### src/femtoConfig.svh
// Femto SoC build constants: reset vector, address widths, RAM size and IO map
`ifndef FEMTO_CONFIG_SVH
`define FEMTO_CONFIG_SVH

// First instruction fetch after reset
`define FEMTO_RESET_ADDR 32'h0000_0000

// Width of PC and of the address adders inside the core
`define FEMTO_ADDR_WIDTH 24

// RAM depth in 32-bit words (8 KB)
`define FEMTO_RAM_WORDS 2048

// Address bit that selects the IO page instead of RAM
`define FEMTO_IO_BIT 22

// LED register width
`define FEMTO_LED_WIDTH 8

`endif

### src/femtoPkg.sv
// Femto SoC types: instruction formats, decoded fields, memory request, core state
package femtoPkg;

   // RV32I field layouts, one per format, MSB first
   typedef struct packed {
      logic [6:0] funct7;
      logic [4:0] rs2;
      logic [4:0] rs1;
      logic [2:0] funct3;
      logic [4:0] rd;
      logic [6:0] opcode;
   } rTypeT;

   typedef struct packed {
      logic [11:0] imm11_0;
      logic [4:0]  rs1;
      logic [2:0]  funct3;
      logic [4:0]  rd;
      logic [6:0]  opcode;
   } iTypeT;

   typedef struct packed {
      logic [6:0] imm11_5;
      logic [4:0] rs2;
      logic [4:0] rs1;
      logic [2:0] funct3;
      logic [4:0] imm4_0;
      logic [6:0] opcode;
   } sTypeT;

   typedef struct packed {
      logic       imm12;
      logic [5:0] imm10_5;
      logic [4:0] rs2;
      logic [4:0] rs1;
      logic [2:0] funct3;
      logic [3:0] imm4_1;
      logic       imm11;
      logic [6:0] opcode;
   } bTypeT;

   typedef struct packed {
      logic [19:0] imm31_12;
      logic [4:0]  rd;
      logic [6:0]  opcode;
   } uTypeT;

   typedef struct packed {
      logic       imm20;
      logic [9:0] imm10_1;
      logic       imm11;
      logic [7:0] imm19_12;
      logic [4:0] rd;
      logic [6:0] opcode;
   } jTypeT;

   // Same 32 bits, read through whichever format the opcode implies
   typedef union packed {
      rTypeT rType;
      iTypeT iType;
      sTypeT sType;
      bTypeT bType;
      uTypeT uType;
      jTypeT jType;
   } instrWord;

   typedef enum logic [3:0] {
      load, store, aluImm, aluReg, branch, jal, jalr, lui, auipc, illegal
   } opClass;

   typedef struct packed {
      opClass      cls;
      logic [7:0]  funct3Is;  // funct3Is[n] set when funct3 == n
      logic [4:0]  rd;
      logic        subArith;  // SUB, or SRA/SRAI
      logic [31:0] iImm;
      logic [31:0] sImm;
      logic [31:0] bImm;
      logic [31:0] uImm;
      logic [31:0] jImm;
   } decodedInstr;

   typedef struct packed {
      logic [31:0] addr;
      logic [31:0] wdata;
      logic [3:0]  wmask;       // Byte write enables, zero on reads
      logic        readStrobe;
   } memReq;

   typedef enum logic [3:0] {
      fetchInstr   = 4'b0001,
      waitInstr    = 4'b0010,
      execute      = 4'b0100,
      waitAluOrMem = 4'b1000
   } coreState;

endpackage

### src/femtoAlu.sv
// Integer ALU: add/sub, compares, logic ops, branch test and a 1-bit-per-cycle shifter
module femtoAlu import femtoPkg::*; (
   input  logic        clk,
   input  decodedInstr dec,
   input  logic [31:0] in1,
   input  logic [31:0] in2,
   input  logic        aluStart,
   output logic [31:0] aluOut,
   output logic [31:0] aluPlus,
   output logic        predicate,
   output logic        aluBusy
);

   logic [32:0] aluMinus;
   logic        lt;
   logic        ltu;
   logic        eq;
   logic        isShift;
   logic [31:0] shiftReg;  // Operand being shifted in place
   logic [4:0]  shamt;     // Remaining shift steps

   assign aluPlus = in1 + in2;  // Also the JALR target

   // One 33-bit subtract serves SUB and every comparison
   assign aluMinus = {1'b1, ~in2} + {1'b0, in1} + 33'd1;
   assign ltu      = aluMinus[32];                            // Borrow out
   assign lt       = (in1[31] ^ in2[31]) ? in1[31] : aluMinus[32];
   assign eq       = (aluMinus[31:0] == 32'd0);

   assign isShift = dec.funct3Is[1] | dec.funct3Is[5];
   assign aluBusy = |shamt;

   // funct3Is is one-hot, so the terms can simply be ORed
   assign aluOut =
      (dec.funct3Is[0] ? (dec.subArith ? aluMinus[31:0] : aluPlus) : 32'd0) |
      (dec.funct3Is[2] ? {31'd0, lt}  : 32'd0) |  // SLT
      (dec.funct3Is[3] ? {31'd0, ltu} : 32'd0) |  // SLTU
      (dec.funct3Is[4] ? in1 ^ in2    : 32'd0) |
      (dec.funct3Is[6] ? in1 | in2    : 32'd0) |
      (dec.funct3Is[7] ? in1 & in2    : 32'd0) |
      (isShift         ? shiftReg     : 32'd0);

   // Branch funct3 values 2 and 3 are reserved and never taken
   assign predicate =
      (dec.funct3Is[0] &  eq)  |  // BEQ
      (dec.funct3Is[1] & ~eq)  |  // BNE
      (dec.funct3Is[4] &  lt)  |  // BLT
      (dec.funct3Is[5] & ~lt)  |  // BGE
      (dec.funct3Is[6] &  ltu) |  // BLTU
      (dec.funct3Is[7] & ~ltu);   // BGEU

   always_ff @(posedge clk) begin
      if (aluStart) begin
         if (isShift) begin
            shiftReg <= in1;
            shamt    <= in2[4:0];  // Only the low 5 bits count in RV32I
         end
      end else if (aluBusy) begin
         shamt <= shamt - 5'd1;
         if (dec.funct3Is[1]) begin
            shiftReg <= shiftReg << 1;  // SLL
         end else begin
            // SRA repeats the sign bit, SRL shifts in zero
            shiftReg <= {dec.subArith & shiftReg[31], shiftReg[31:1]};
         end
      end
   end

endmodule

### src/femtoCore.sv
// Multi-cycle RV32I core: one-hot sequencer, PC and target adders, write-back, memory port
`include "femtoConfig.svh"

module femtoCore import femtoPkg::*; (
   input  logic        clk,
   input  logic        mem_rstrb,
   output memReq       req,
   input  logic [31:0] rdata
);

   localparam int addrW = `FEMTO_ADDR_WIDTH;
   localparam logic [31:0] resetAddr = `FEMTO_RESET_ADDR;

   coreState    state;
   instrWord    instr;      // Latched during waitInstr
   decodedInstr dec;
   logic [addrW-1:0] pc;
   logic [addrW-1:0] pcPlus4;
   logic [addrW-1:0] pcPlusImm;
   logic [addrW-1:0] lsAddr;
   logic [4:0]  rs1Id;
   logic [4:0]  rs2Id;
   logic [31:0] rs1;
   logic [31:0] rs2;
   logic [31:0] aluIn2;
   logic [31:0] aluOut;
   logic [31:0] aluPlus;
   logic        predicate;
   logic        aluBusy;
   logic        aluStart;
   logic        isAluClass;
   logic        isShift;
   logic        needToWait;
   logic        takeImm;
   logic        wbEn;
   logic [31:0] wbData;
   logic [31:0] loadData;
   logic [31:0] storeData;
   logic [3:0]  storeMask;

   instrDecoder decoder (.instr, .dec);

   // Ids come straight from the bus in waitInstr, later from the latched word
   assign rs1Id = (state == waitInstr) ? rdata[19:15] : instr.rType.rs1;
   assign rs2Id = (state == waitInstr) ? rdata[24:20] : instr.rType.rs2;

   regFile regs (
      .clk, .rs1Id, .rs2Id, .rs1, .rs2,
      .we(wbEn), .rdId(dec.rd), .wdata(wbData)
   );

   assign aluIn2 = (dec.cls == aluReg || dec.cls == branch) ? rs2 : dec.iImm;

   femtoAlu alu (
      .clk, .dec, .in1(rs1), .in2(aluIn2), .aluStart,
      .aluOut, .aluPlus, .predicate, .aluBusy
   );

   loadStoreUnit lsu (
      .rdata, .rs2, .addrLow(lsAddr[1:0]), .funct3(instr.rType.funct3),
      .loadData, .storeData, .storeMask
   );

   assign isAluClass = (dec.cls == aluImm) | (dec.cls == aluReg);
   assign isShift    = isAluClass & (dec.funct3Is[1] | dec.funct3Is[5]);
   assign needToWait = (dec.cls == load) | (dec.cls == store) | isShift;
   assign takeImm    = (dec.cls == jal) | ((dec.cls == branch) & predicate);
   assign aluStart   = (state == execute) & isAluClass;

   assign pcPlus4 = pc + addrW'(4);
   // One adder for branch, JAL and AUIPC targets
   assign pcPlusImm = pc + ((dec.cls == jal)   ? dec.jImm[addrW-1:0] :
                            (dec.cls == auipc) ? dec.uImm[addrW-1:0] :
                                                 dec.bImm[addrW-1:0]);
   assign lsAddr = rs1[addrW-1:0] +
                   ((dec.cls == store) ? dec.sImm[addrW-1:0] : dec.iImm[addrW-1:0]);

   always_comb begin
      unique case (dec.cls)
         lui:         wbData = dec.uImm;
         aluImm,
         aluReg:      wbData = aluOut;
         auipc:       wbData = 32'(pcPlusImm);
         jal, jalr:   wbData = 32'(pcPlus4);  // Link address
         load:        wbData = loadData;
         default:     wbData = 32'd0;
      endcase
   end

   // Single-cycle ops write in execute, loads and shifts on leaving the wait state
   assign wbEn =
      ((state == execute) &
       ((isAluClass & ~isShift) | (dec.cls == jal) | (dec.cls == jalr) |
        (dec.cls == lui) | (dec.cls == auipc))) |
      ((state == waitAluOrMem) & ~aluBusy & ((dec.cls == load) | isShift));

   // Instruction fetch uses PC, data access the load/store address
   assign req.addr = (state == fetchInstr || state == waitInstr) ? 32'(pc) : 32'(lsAddr);
   assign req.wdata      = storeData;
   assign req.wmask      = {4{(state == execute) & (dec.cls == store)}} & storeMask;
   assign req.readStrobe = (state == fetchInstr) | ((state == execute) & (dec.cls == load));

   always_ff @(posedge clk) begin
      if (mem_rstrb) begin
         state <= waitAluOrMem;  // Leaves once the ALU reports idle
         pc    <= resetAddr[addrW-1:0];
      end else begin
         unique case (state)
            fetchInstr: state <= waitInstr;
            waitInstr: begin
               instr <= rdata;  // Operands are read on this same edge
               state <= execute;
            end
            execute: begin
               if (dec.cls == jalr) begin
                  pc <= {aluPlus[addrW-1:1], 1'b0};
               end else if (takeImm) begin
                  pc <= pcPlusImm;
               end else begin
                  pc <= pcPlus4;
               end
               state <= needToWait ? waitAluOrMem : fetchInstr;
            end
            default: begin  // waitAluOrMem
               if (!aluBusy) state <= fetchInstr;
            end
         endcase
      end
   end

endmodule

### src/instrDecoder.sv
// RV32I decoder: opcode class, one-hot funct3, rd and all five immediate formats
module instrDecoder import femtoPkg::*; (
   input  instrWord    instr,
   output decodedInstr dec
);

   always_comb begin
      // Opcode bits [1:0] are always 11 in RV32I
      unique case (instr.rType.opcode[6:2])
         5'b00000: dec.cls = load;    // rd <- mem[rs1+Iimm]
         5'b01000: dec.cls = store;   // mem[rs1+Simm] <- rs2
         5'b00100: dec.cls = aluImm;  // rd <- rs1 OP Iimm
         5'b01100: dec.cls = aluReg;  // rd <- rs1 OP rs2
         5'b11000: dec.cls = branch;
         5'b11011: dec.cls = jal;
         5'b11001: dec.cls = jalr;
         5'b01101: dec.cls = lui;
         5'b00101: dec.cls = auipc;
         default:  dec.cls = illegal; // SYSTEM, FENCE and the rest
      endcase

      dec.funct3Is = 8'b0000_0001 << instr.rType.funct3;
      dec.rd       = instr.rType.rd;

      // Bit 30 means SUB only for register ops, ADDI uses it as an immediate bit
      dec.subArith = instr.rType.funct7[5] &
                     ((dec.cls == aluReg) | (instr.rType.funct3 == 3'b101));

      dec.iImm = {{20{instr.iType.imm11_0[11]}}, instr.iType.imm11_0};
      dec.sImm = {{20{instr.sType.imm11_5[6]}}, instr.sType.imm11_5,
                  instr.sType.imm4_0};
      dec.bImm = {{19{instr.bType.imm12}}, instr.bType.imm12, instr.bType.imm11,
                  instr.bType.imm10_5, instr.bType.imm4_1, 1'b0};
      dec.uImm = {instr.uType.imm31_12, 12'b0};
      dec.jImm = {{11{instr.jType.imm20}}, instr.jType.imm20, instr.jType.imm19_12,
                  instr.jType.imm11, instr.jType.imm10_1, 1'b0};
   end

endmodule

### src/loadStoreUnit.sv
// Sub-word memory access: load lane select and extension, store lane copy and byte mask
module loadStoreUnit (
   input  logic [31:0] rdata,
   input  logic [31:0] rs2,
   input  logic [1:0]  addrLow,
   input  logic [2:0]  funct3,
   output logic [31:0] loadData,
   output logic [31:0] storeData,
   output logic [3:0]  storeMask
);

   logic        byteAccess;
   logic        halfAccess;
   logic [15:0] loadHalf;
   logic [7:0]  loadByte;
   logic        loadSign;

   assign byteAccess = (funct3[1:0] == 2'b00);
   assign halfAccess = (funct3[1:0] == 2'b01);

   // Halfword lane first, then the byte inside it
   assign loadHalf = addrLow[1] ? rdata[31:16] : rdata[15:0];
   assign loadByte = addrLow[0] ? loadHalf[15:8] : loadHalf[7:0];

   // funct3[2] set for LBU/LHU
   assign loadSign = ~funct3[2] & (byteAccess ? loadByte[7] : loadHalf[15]);

   assign loadData = byteAccess ? {{24{loadSign}}, loadByte} :
                     halfAccess ? {{16{loadSign}}, loadHalf} :
                                  rdata;

   // Place the low byte/halfword on every lane it may land on, the mask picks one
   assign storeData[7:0]   = rs2[7:0];
   assign storeData[15:8]  = addrLow[0] ? rs2[7:0] : rs2[15:8];
   assign storeData[23:16] = addrLow[1] ? rs2[7:0] : rs2[23:16];
   assign storeData[31:24] = addrLow[0] ? rs2[7:0] :
                             addrLow[1] ? rs2[15:8] : rs2[31:24];

   always_comb begin
      if (byteAccess) begin
         storeMask = 4'b0001 << addrLow;
      end else if (halfAccess) begin
         storeMask = addrLow[1] ? 4'b1100 : 4'b0011;
      end else begin
         storeMask = 4'b1111;  // SW
      end
   end

endmodule

### src/regFile.sv
// 32 x 32-bit register file, two registered read ports, x0 hardwired to zero
module regFile (
   input  logic        clk,
   input  logic [4:0]  rs1Id,
   input  logic [4:0]  rs2Id,
   output logic [31:0] rs1,
   output logic [31:0] rs2,
   input  logic        we,
   input  logic [4:0]  rdId,
   input  logic [31:0] wdata
);

   logic [31:0] regs [32];

   always_ff @(posedge clk) begin
      if (we && rdId != 5'd0) begin
         regs[rdId] <= wdata;  // x0 never written
      end
      // Entry 0 is never initialized, so force the zero on read
      rs1 <= (rs1Id == 5'd0) ? 32'd0 : regs[rs1Id];
      rs2 <= (rs2Id == 5'd0) ? 32'd0 : regs[rs2Id];
   end

endmodule

### config.mk
export PLATFORM = sky130hd
export DESIGN_NAME = femtoCore
export DESIGN_NICKNAME = d
export VERILOG_FILES = /design/src/femtoPkg.sv /design/src/femtoAlu.sv /design/src/femtoCore.sv /design/src/instrDecoder.sv /design/src/loadStoreUnit.sv /design/src/regFile.sv
export VERILOG_INCLUDE_DIRS = /design/src
export SDC_FILE = /design/constraint.sdc
export NUM_CORES = 2
export LEC_CHECK = 0
export ABC_AREA = 0
export BUFFER_PORTS_ARGS = -buffer_cell sky130_fd_sc_hd__buf_4
export CAP_MARGIN = 40
export CELL_PAD_IN_SITES_DETAIL_PLACEMENT = 1
export CELL_PAD_IN_SITES_GLOBAL_PLACEMENT = 2
export CORE_MARGIN = 1
export CORE_UTILIZATION = 46
export DETAILED_ROUTE_END_ITERATION = 12
export HOLD_SLACK_MARGIN = 0.03
export PLACE_DENSITY = 0.95
export SLEW_MARGIN = 20
export SYNTH_ARGS = -nofsm -noshare
export SYNTH_HDL_FRONTEND = slang
export SYNTH_SLANG_ARGS = --single-unit
### constraint.sdc
create_clock -name clk -period 16.44 [get_ports clk]
set_input_delay 3.288 -clock clk [delete_from_list [all_inputs] [get_ports clk]]
set_output_delay 3.288 -clock clk [all_outputs]
set_load 0.05 [all_outputs]
==> flow_summary.ini <==
[yosys]
ys_seq_elements = 1186
seq_area_frac_synth = 0.530
async_reset_ff_frac = 0
ys.flop_type = edfxtp_1
yosysTopAreaCellShare = 0.501
syn-instance-count = 6234
synthTopCellsByArea = edfxtp_1 (50%), nand2_1 (8.9%), mux4_2 (5.4%)
ys_warn_count = 0
syn_area_um2 = 65400
synth_top_cell_by_area = edfxtp_1
syn-mean-instance-area_um2 = 10.5
synth.most_common_cell = nand2_1
synth_edf_count = 1091
ys_top_cells_by_count = nand2_1 (1,549), edfxtp_1 (1,091), clkbuf_1 (390), nand3_1 (359), a21oi_1 (229)
yosysUniqueCellTypes = 93

[power_and_ir_drop]
intPower_mw = 4.92
ir_drop_v = 0.0000936
switching_power_mw = 1.39
clkPwrFrac = 0.445
leakagePower_nw = 26.7
p_sw_frac = 0.221
combPwrFrac = 0.021
cellPowerDensity_nw_per_um2 = 86.2
seqPwrFrac = 0.534

[clocking]
hold_buffers = 0
ctsResizeCount = 0
cts_tree = built
cts.sinks = 1186
htree_levels = 3
cts_made_buffers = 121
clk_pin_slew_ns = 0.07
cts.path.max_buffers = 3
cts_root_buf = clkbuf_16
clk_latency_ns = 0.81
postCtsSetupRepairBufs = 0

[grt]
gr-total-overflow = 0
grt_usage = 0.380
antenna_found_initial = 10
grt_pass1_wl_um = 394000
grt_pass1_vias = 57200
grt_max_degree = 185

[timing]
finalCriticalPeriod_ns = 9.44
setup_viol = 0
hold_slack_ns = 0.567
tightest_slew_ns = 1.30
fmax_ghz = 0.106
finalCritPeriodShare = 0.574
hold_violations = 0
slew_viol_final = 0
slew_headroom = 0.131
skew_ns = 0.0676
rsz0062_at_grt = no
setup_tns_ns = 0

[routing]
wirelength_um = 277000
highest_layer = met5
wl_met3_um = 33500
wl_per_cell_um = 33.9
drt_iter0_drc = 7953
met1_length_um = 99200
wl_met2_um = 124000
first_pass_iters = 6
antenna_left = 0
drc_errors = 0
vias_per_cell = 6.92
vias = 56600

[cells_and_area]
nets = 6376
drive_above_1_share = 0.121
regArea_um2 = 34700
fillCellCount = 15000
final_cell_area_um2 = 73300
stdcell_count = 8175
syn2layout_area_growth_pct = 12.1
multi_input_area_um2 = 28900

[critical_path]
critPathTopFamily = compound AO/OA/AOI/OAI gates
critPathMaxStageDelay_ns = 0.65
arrival_ns = 6.15
startpoint = decoder.dec[174]$_DFF_P_
r2r_start = decoder.dec[176]$_DFF_P_
reg2reg_slack_ns = 9.23
cp.required_ns = 13.15
cp_max_fo = 12
reg2regPathDepth = 18
crit_top_cell = o21ai_0
path_depth = 19
cp_slowest_cell = a2111oi_0
cp_num_buf_inv = 3
worstSetupPathType = reg -> out
crit_path_cell_trace = nor4b_1 > buf_4 > mux2_2 > ha_1 > inv_1 > fa_2 > nor2b_1 > o21ai_0 > a21boi_0 > o21ai_0 > a21boi_0 > o2111ai_1 > a31oi_1 > a2111oi_0 > o21ai_0 > a31oi_1 > xor2_1 > o21ai_0 > buf_4
worstSetupEndpointType = primary output
reg2reg_to = pc[23]$_SDFFE_PP0P_
endpoint = req[59]
start_kind = flip-flop

[floorplan]
die_w_um = 379
initial_core_util = 0.466
ios = 103
design.die.area_um2 = 144000
core_area_um2 = 140000
row_count = 137
die_h_um = 379

[placed_design]
portBuffers = 94
place_congestion = 1.01
placedCellCount = 7937
dpl-instance-area_um2 = 69100
dp_hpwl_um = 173000

[min_path]
hp-class = reg -> reg

[job]
cap_violations = 0

[outcome]
status = complete, no violations
power groups by stage:
| stage | clock network (mW) | logic [mW] | registers [mW] |
|---|---|---|---|
| finish | 2.81 | 0.135 | 3.37 |
| global route | 2.91 | 0.148 | 3.37 |
| detailed placement | 0 | 0.131 | 3.43 |
| CTS | 2.82 | 0.132 | 3.37 |
| global placement | 0 | 0.122 | 3.43 |
| floorplan | 0 | 0.0853 | 3.41 |
registers in the layout, summed over array words and instances, names as in the netlist:
| name | flops |
|---|---|
| alu.shiftReg | 32 |
| decoder.dec | 4 |
| regs.regs | 1024 |
| instr | 30 |
| regs.rs1 | 32 |
| alu.shamt | 5 |
| state | 4 |
| regs.rs2 | 32 |
| pc | 23 |
layout make-up:
| type | instances | area share |
|---|---|---|
| antenna | 2 | 0.0000683 |
| sequential | 1186 | 0.473 |
| tap | 1876 | 0.0320 |
| clock inverter | 60 | 0.00833 |
| multi-input combinational | 4461 | 0.395 |
| timing repair buffer | 286 | 0.0385 |
| clock buffer | 166 | 0.0458 |
| inverter | 138 | 0.00707 |
cells by family after synthesis:
logic type,synth area share
AND/OR/NAND/NOR,0.171
AO/OA/AOI/OAI,0.140
flip-flops,0.530
buffers and inverters,0.0374
multiplexers,0.0780
adder cells (fa/ha/maj),0.0288
XOR/XNOR,0.0153
other,0.0000574
how the worst min path moves through the flow:
stage,startpoint,end,cells after the start
2_1_floorplan,pc[1]$_SDFFE_PP0P_,pc[1]$_SDFFE_PP0P_,2
3_3_place_gp,pc[1]$_SDFFE_PP0P_,pc[1]$_SDFFE_PP0P_,2
6_report,pc[1]$_SDFFE_PP0P_,pc[1]$_SDFFE_PP0P_,2
4_1_cts,pc[1]$_SDFFE_PP0P_,pc[1]$_SDFFE_PP0P_,2
5_1_grt,pc[1]$_SDFFE_PP0P_,pc[1]$_SDFFE_PP0P_,2
3_5_place_dp,pc[1]$_SDFFE_PP0P_,pc[1]$_SDFFE_PP0P_,2
worst reg2reg max path: cells and delay by family (launching register included):
family / cells / cell delay (ns)
flip-flops: 1 / 0.51
buffers and inverters: 2 / 0.93
AO/OA/AOI/OAI: 9 / 2.98
adder cells (fa/ha/maj): 1 / 0.50
AND/OR/NAND/NOR: 4 / 1.09
multiplexers: 2 / 1.12
stage by stage:
| stage | setup slack (ns) | power [mW] | util |
|---|---|---|---|
| after floorplan | 7.86 | 3.49 | - |
| after global placement | 8.03 | 3.55 | 0.488 |
| after detailed placement | 8.03 | 3.57 | 0.493 |
| after CTS | 7.09 | 6.32 | 0.521 |
| after global routing | 6.75 | 6.44 | 0.522 |
| final | 7.00 | 6.32 | 0.522 |
metal layers:
metal / global-route usage / up-vias
met3: 0.101 / 1014
met4: 0.256 / 12
met2: 0.585 / 3944
met5: 0.00377 / -
li1: - / 23200
met1: 0.469 / 28400
placed cells by master, fill, tap and decap left out, types with 38 or more instances in the layout:
cell	netlist	routed
mux2i_1	113	102
a21o_1	54	54
a31oi_1	103	103
clkbuf_16	0	122
edfxtp_1	1091	1091
mux4_2	157	157
o21ai_0	200	193
a21oi_1	229	228
o31ai_1	41	41
xnor2_1	85	85
buf_4	18	233
a22oi_1	102	102
inv_1	132	132
o211ai_1	104	104
nand2_1	1549	1549
and3_1	218	218
nor3_1	53	38
ha_1	144	144
nor2_1	190	177
a311oi_1	215	215
dfxtp_1	95	95
nand3_1	359	359
conb_1	1	40
No activity file was read; power rests on OpenSTA's default activity.
